### config.mk
export PLATFORM = sky130hd
export DESIGN_NAME = packet_arbiter
export DESIGN_NICKNAME = d
export VERILOG_FILES = /design/src/hw/switch_cfg_pkg.sv /design/src/hw/switch_flit_pkg.sv /design/src/hw/packet_arbiter.sv
export SDC_FILE = /design/constraint.sdc
export NUM_CORES = 1
export LEC_CHECK = 0
export BUFFER_PORTS_ARGS = -buffer_cell sky130_fd_sc_hd__buf_2
export CORE_AREA = 2 2 77 79
export CTS_CLUSTER_DIAMETER = 120
export CTS_CLUSTER_SIZE = 28
export DETAILED_ROUTE_END_ITERATION = 8
export DIE_AREA = 0 0 79 81
export PLACE_DENSITY = 0.73
export SYNTH_ARGS = -nofsm -noshare
export SYNTH_HDL_FRONTEND = slang
export SYNTH_SLANG_ARGS = --single-unit
### constraint.sdc
create_clock -name clk -period 2.8 [get_ports clk]
set_input_delay 0.42 -clock clk [delete_from_list [all_inputs] [get_ports clk]]
set_output_delay 0.42 -clock clk [all_outputs]
set_load 0.02 [all_outputs]
### src/hw/switch_cfg_pkg.sv
// Switch configuration
// Port count, VC count and datapath width of the CICQ switch, plus the
// index widths derived from them. These fix the beat layout, so every
// block that builds or takes apart a beat reads them from here.

package switch_cfg_pkg;

    // radix of the crossbar
    localparam int PORT_COUNT = 4;

    // virtual channels behind each crosspoint
    localparam int VC_COUNT = 8;

    // payload bits per beat
    localparam int DATA_WIDTH = 32;

    // index widths, kept in step with the counts above
    localparam int PORT_IDX_WIDTH = $clog2(PORT_COUNT);
    localparam int VC_IDX_WIDTH = $clog2(VC_COUNT);

endpackage

### src/hw/switch_flit_pkg.sv
// Switch beat types
// The packed beat that travels through queues, arbiters and ports, and the
// port and VC index types that route it.

package switch_flit_pkg;

    import switch_cfg_pkg::*;

    // binary output port number
    typedef logic [PORT_IDX_WIDTH-1:0] port_idx_t;

    // virtual channel number
    typedef logic [VC_IDX_WIDTH-1:0] vc_idx_t;

    // one beat on the valid/ready stream
    // last closes a packet; dest and vc stay constant within one packet
    typedef struct packed {
        logic [DATA_WIDTH-1:0] data;
        logic                  last;
        port_idx_t             dest;
        vc_idx_t               vc;
    } flit_t;

endpackage

### src/hw/packet_arbiter.sv
// Packet arbiter
// Round-robin arbiter and multiplexer over N beat streams. The winner of
// the first beat of a packet keeps the output until its last beat is
// taken, so packets from different requesters never interleave.

`timescale 1ns/1ns

module packet_arbiter #(
    parameter int N = 4
) (
    input  logic                   clk,
    input  logic                   rst_n,
    input  switch_flit_pkg::flit_t req_flit [N],
    input  logic [N-1:0]           req_valid,
    output logic [N-1:0]           req_ready,
    output switch_flit_pkg::flit_t grant_flit,
    output logic                   grant_valid,
    input  logic                   grant_ready
);

    localparam int IDX_W = (N > 1) ? $clog2(N) : 1;

    logic [IDX_W-1:0] last_q;
    logic             lock_q;
    logic [IDX_W-1:0] sel;

    // first requester after the previous winner
    // the previous winner itself is checked last
    function automatic logic [IDX_W-1:0] rr_pick(
        input logic [N-1:0]     valid,
        input logic [IDX_W-1:0] last
    );
        int               cand;
        logic [IDX_W-1:0] pick;
        pick = last;
        for (int i = N; i >= 1; i--) begin
            cand = (int'(last) + i) % N;
            if (valid[cand]) begin
                pick = IDX_W'(cand);
            end
        end
        return pick;
    endfunction

    // while a packet is open the previous winner stays selected
    assign sel = lock_q ? last_q : rr_pick(req_valid, last_q);

    assign grant_flit = req_flit[sel];
    assign grant_valid = req_valid[sel];

    always_comb begin
        req_ready = '0;
        req_ready[sel] = grant_ready;
    end

    // start at N-1 so the first search after reset begins at requester 0
    always_ff @(posedge clk) begin
        if (!rst_n) begin
            last_q <= IDX_W'(N - 1);
            lock_q <= 1'b0;
        end else if (grant_valid && grant_ready) begin
            last_q <= sel;
            lock_q <= !grant_flit.last;
        end
    end

endmodule

==> results of run 1 <==
[report_power, final]
part	total [mW]	internal, mW	switching (mW)
clock	0.134	0.0978	0.0362
sequential	0.0708	0.0535	0.0173
combinational	1.99	0.767	1.22
total	2.19	0.918	1.28
[worst max-delay path, stage by stage, from the launching register on]
cell and delay (ns):
dfxtp_1 0.32, or3_1 0.39, a221oi_2 0.27, or2_2 0.21
buf_12 0.20, nand2_1 0.07, and3_1 0.15, a31oi_1 0.23
buf_2 0.22
[state kept, by name, indices dropped and copies added, names as in the netlist]
signal / flops
last_q: 2
lock_q: 1
[path summary, 6_finish.rpt]
kind                                from                endpoint  cells past startpoint
setup / recovery  last_q[1]$_SDFFE_PN1P_          grant_flit[10]                      8
hold / removal                     rst_n  last_q[0]$_SDFFE_PN1P_                      2
setup reg to reg  last_q[1]$_SDFFE_PN1P_  last_q[1]$_SDFFE_PN1P_                      8
hold reg to reg      lock_q$_SDFFE_PN0P_     lock_q$_SDFFE_PN0P_                      2
[metrics by stage]
stage | area [um2] | total power [mW] | hold slack [ns] | worst slack [ns]
floorplan | 1600 | 1.43 | 0.482 | 0.186
finish | 2740 | 2.19 | 0.380 | 0.0937
detailed placement | 2690 | 2.06 | 0.614 | 0.114
global route | 2740 | 2.41 | 0.385 | 0.0324
CTS | 2740 | 2.21 | 0.375 | 0.0996
global placement | 2690 | 2.03 | 0.603 | 0.136
[routing by layer]
| layer | part of all wire (%) | global-route usage [%] | up-vias |
|---|---|---|---|
| met5 | 0 | 0 | - |
| met4 | 0.97 | 5.52 | 0 |
| met3 | 7.8 | 2.22 | 6 |
| met2 | 50 | 36.8 | 147 |
| met1 | 41 | 24.3 | 1285 |
| li1 | - | - | 1451 |
[synthesized netlist by cell type, drive strengths merged (2+ instances only)]
library cell,number
o21ai,3
nand2,151
nor2b,2
dfxtp,3
nor2,6
buf,15
nand2b,3
clkbuf,16
inv,5
and3,42
o32ai,2
a31oi,39
a21oi,6
a21o,2
a311o,2
nand3,2
[area by class of cell]
cell class / count / area (um2) / share of cell area [%]
Multi-Input combinational cell: 274 / 1380 / 50.6
Clock buffer: 4 / 45.0 / 1.65
Inverter: 5 / 18.8 / 0.686
Timing Repair Buffer: 213 / 1130 / 41.4
Sequential cell: 3 / 61.3 / 2.24
Tap cell: 75 / 93.8 / 3.43
[logic make-up after synthesis]
family          Yosys count  synth area share [%]
simple gates            210                  57.6
compound gates           62                  26.3
buf+inv                  36                  10.3
flops                     3                  3.76
mux                       2                  2.04
[cells in the final DEF, fill, tap and decap left out, types with 2 or more instances in the layout]
master / Yosys / layout
dfxtp_1: 3 / 2
buf_12: 0 / 3
buf_4: 0 / 9
inv_1: 5 / 5
clkbuf_8: 0 / 3
a21oi_1: 6 / 5
a311o_1: 2 / 2
nor2b_1: 2 / 2
and3_1: 42 / 42
nand3_1: 2 / 2
nand2_1: 151 / 151
nand2b_1: 3 / 3
buf_2: 12 / 201
nor2_1: 6 / 5
a31oi_1: 39 / 39
a21o_1: 2 / 2
o21ai_0: 3 / 3
==> flow_summary.ini, run 1 <==
[outcome]
status = finished clean

[yosys]
synth.top_cell.area_share_pct = 35.5
avgSynthCellArea_um2 = 5.10
yosysTopAreaCell = nand2_1
synth_cells = 313
synth_cell_types = 33
synth-edff-count = 0
ys_seq_elements = 3
yosys_warnings = 0
postSynth.asyncResetShare_pct = 0
syn_area_um2 = 1600
ys_seq_area_share_pct = 3.76
synth.top_cells.by_area = nand2_1 35%, and3_1 16%, a31oi_1 15%, buf_2 3.8%, dfxtp_1 3.8%
ys_dominant_reg_cell = dfxtp_1
synth_nets = 472

[floorplanning]
die_x_um = 79
io_pins = 202
start_util_pct = 28.2
num_rows = 28
die_h_um = 81
core_area_um2 = 5680
die_area_um2 = 6400

[clocking]
clockBufferDepth = 2
postCtsSetupBuffers = 0
cts_tree = built
post_cts_hold_buffer_count = 0
root_buffer = clkbuf_8
cts_resized = 1
numCtsBuffers = 3
htreeDepth = 1
clkSinkCount = 3
clock_latency_ns = 0.22
cts.clk_slew.worst_paths_ns = 0.03

[final_layout]
layout-drive-gt1-share_pct = 44.7
layoutNonFillerInstCount = 574
nets = 659
nFillCells = 620
area_growth_pct = 71.3
finish.utilization_pct = 48.2
antenna_cells = 0

[placement]
gp_congestion = 0.970
place_hpwl_mm = 5.48
port_buffers = 201
place_inst = 570

[setup_path]
arrival_ns = 2.29
cp-end-kind = output port
path_max_fanout = 38
worst_ep_required_time_ns = 2.38
startpoint_type = flop
r2r_setup_slack_ns = 0.70
critical_path_class = reg2out

[sta]
period_share_pct = 96.7
slew_headroom_pct = 73.5
hold_viol = 0
rsz0062_at_grt = false
max_freq_mhz = 370
setup_violations = 0
tightest_slew_ns = 0.397
fin_skew_ns = 0.000342
finalCriticalPeriod_ns = 2.71
drv_slew = 0
tns_ns = 0

[drt]
post_drt_wl_per_cell_um = 12.2
remaining_drc_errors = 0
num_vias = 2889
wl_mm = 6.99
viasPerCell = 5.03
drtIter0Drc = 183
dr.pass1.iters = 5
ant_nets = 0

[grt]
gr-total-overflow = 0
grt_max_degree = 41
grt_pass1_vias = 2472
antenna_found_initial = 0
grt_util_all_layers_pct = 19.9
grt_pass1_wl_mm = 10.6

[pwr]
peakVddDrop_mv = 0.449
p_leak_nw = 1.63
power_density_nw_per_um2 = 802

[min_path]
hold_class = in2reg

[run]
maxCapViolCount = 0
Note: power is estimated with default switching activity, not from simulation.
==> run 2: changes to the inputs <==
--- a/config.mk
+++ b/config.mk
@@ -6,12 +6,13 @@
 export NUM_CORES = 1
 export LEC_CHECK = 0
 export BUFFER_PORTS_ARGS = -buffer_cell sky130_fd_sc_hd__buf_2
-export CORE_AREA = 2 2 77 79
+export CORE_AREA = 2 2 78 80
+export CTS_BUF_LIST = sky130_fd_sc_hd__clkbuf_8
 export CTS_CLUSTER_DIAMETER = 120
 export CTS_CLUSTER_SIZE = 28
 export DETAILED_ROUTE_END_ITERATION = 8
-export DIE_AREA = 0 0 79 81
-export PLACE_DENSITY = 0.73
+export DIE_AREA = 0 0 80 82
+export PLACE_DENSITY = 0.72
 export SYNTH_ARGS = -nofsm -noshare
 export SYNTH_HDL_FRONTEND = slang
 export SYNTH_SLANG_ARGS = --single-unit
==> flow_summary.ini, run 2 (synthesis results as in run 1) <==
[outcome]
status = finished clean

[floorplanning]
core_area_um2 = 5750
num_rows = 28
die_h_um = 82
die_x_um = 80
start_util_pct = 27.8
io_pins = 202
die_area_um2 = 6560

[final_layout]
final_cell_mix = 192 x buf_2, 148 x nand2_1, 42 x and3_1
final_common_cell = buf_2
antenna_cells = 0
nFillCells = 582
largest_register_ffs = 2
nets = 674
area_growth_pct = 87.0
regMostFlops = last_q
layout-drive-gt1-share_pct = 47.3
reg.largest.list = last_q (2), lock_q (1)
finish.utilization_pct = 52.0

[drt]
post_drt_wl_per_cell_um = 13.1
num_vias = 2952
viasPerCell = 5.01
ant_nets = 0
drtIter0Drc = 137
wl_mm = 7.70
remaining_drc_errors = 0
dr.pass1.iters = 4

[setup_path]
worst_ep_required_time_ns = 2.38
cp_top_family = simple AND/OR/NAND/NOR gates
cp-end-kind = output port
critical_path_class = reg2out
startpoint_type = flop
path_buf_inv = 3
cpMaxStageDelayCell = or3_4
critPathMaxStageDelay_ns = 0.39
arrival_ns = 2.32
path_max_fanout = 14
worstPathCellList = or3_4, a221oi_4, or2_4, buf_4, clkbuf_16, nand2_1, and3_1, a31oi_1, buf_2

[placement]
place_hpwl_mm = 5.61
port_buffers = 201
gp_congestion = 0.828

[clocking]
root_buffer = clkbuf_8
htreeDepth = 1
clockBufferDepth = 2
numCtsBuffers = 3
clock_latency_ns = 0.22
cts_tree = built
post_cts_hold_buffer_count = 0
clkSinkCount = 3
cts.clk_slew.worst_paths_ns = 0.03

[grt]
grt_pass1_vias = 2470
grt_pass1_wl_mm = 10.6
gr-total-overflow = 0
antenna_found_initial = 0
grt_util_all_layers_pct = 19.5
grt_max_degree = 30

[sta]
finalCriticalPeriod_ns = 2.74
period_share_pct = 98.0
rsz0062_at_grt = true
slew_headroom_pct = 67.9
drv_slew = 0
tightest_slew_ns = 0.477
tns_ns = 0
setup_violations = 0
max_freq_mhz = 364
hold_viol = 0
fin_skew_ns = 0.000698

[pwr]
finalPower_mw = 2.50
p_leak_nw = 1.75
power_density_nw_per_um2 = 836
peakVddDrop_mv = 0.451

[min_path]
hold_class = in2reg

[run]
maxCapViolCount = 0
## run 2: changes by cell type in the layout (fill, tap and decap cells not counted), moves of 2 or more
cell       previous run  this run
buf_2               201       192
nand2_1             151       148
buf_12                3         5
nand2_2               0         3
clkbuf_16             0         3
buf_4                 9        26
## run 2: path summary, 6_finish.rpt
| kind | from | endpoint | slack [ns] | depth (start not counted) |
|---|---|---|---|---|
| setup / recovery | last_q[1]$_SDFFE_PN1P_ | grant_flit[1] | 0.06 | 9 |
| hold / removal | rst_n | last_q[0]$_SDFFE_PN1P_ | 0.39 | 2 |
| setup reg to reg | last_q[1]$_SDFFE_PN1P_ | last_q[1]$_SDFFE_PN1P_ | 0.65 | 7 |
| hold reg to reg | lock_q$_SDFFE_PN0P_ | last_q[0]$_SDFFE_PN1P_ | 0.69 | 4 |
## run 2: routing by layer
metal / global-route usage (%) / vias to the layer above / wire length (um) / part of all wire [%]
li1: - / 1481 / - / -
met1: 21.9 / 1305 / 3140 / 41
met2: 39.1 / 162 / 3960 / 51
met3: 1.98 / 4 / 549 / 7.1
met4: 4.58 / 0 / 44 / 0.57
met5: 0 / - / 0 / 0
## run 2: through the flow
| stage | cells | setup WS, ns | hold slack [ns] | area, um2 |
|---|---|---|---|---|
| global route | 589 | -0.0274 | 0.394 | 2990 |
| global placement | 578 | 0.0172 | 0.622 | 2760 |
| finish | 589 | 0.0559 | 0.393 | 2990 |
| CTS | 582 | -0.00105 | 0.393 | 2820 |
| floorplan | 313 | 0.186 | 0.482 | 1600 |
| detailed placement | 578 | -0.0371 | 0.623 | 2760 |
## run 2: power by group
part	internal (mW)	switching [mW]	total [mW]
Clock	0.0936	0.0318	0.125
Sequential	0.0533	0.00611	0.0594
Combinational	0.992	1.32	2.31
Total	1.14	1.36	2.50
## run 2: what timing repair did
action | in CTS | in global routing
pin swaps | 1 | 3
setup endpoints to repair | 24 | 31
cloned | 0 | 4
gates resized for setup | 2 | 18
setup buffers | 0 | 3
## run 2: cell type report
| cell class | count | area (um2) | share of cell area, % |
|---|---|---|---|
| multi-input combinational | 275 | 1420 | 47.6 |
| tap | 75 | 93.8 | 3.14 |
| clock inverter | 1 | 3.75 | 0.126 |
| timing repair buffer | 227 | 1350 | 45.1 |
| inverter | 5 | 18.8 | 0.628 |
| sequential | 3 | 61.3 | 2.05 |
| clock buffer | 3 | 41.3 | 1.38 |
## run 2: worst register-to-register path: cells and delay by family (launching register included)
family | cells | cell delay [ns]
AO/OA/AOI/OAI | 5 | 1.13
flip-flops | 1 | 0.32
buffers and inverters | 1 | 0.20
AND/OR/NAND/NOR | 1 | 0.39
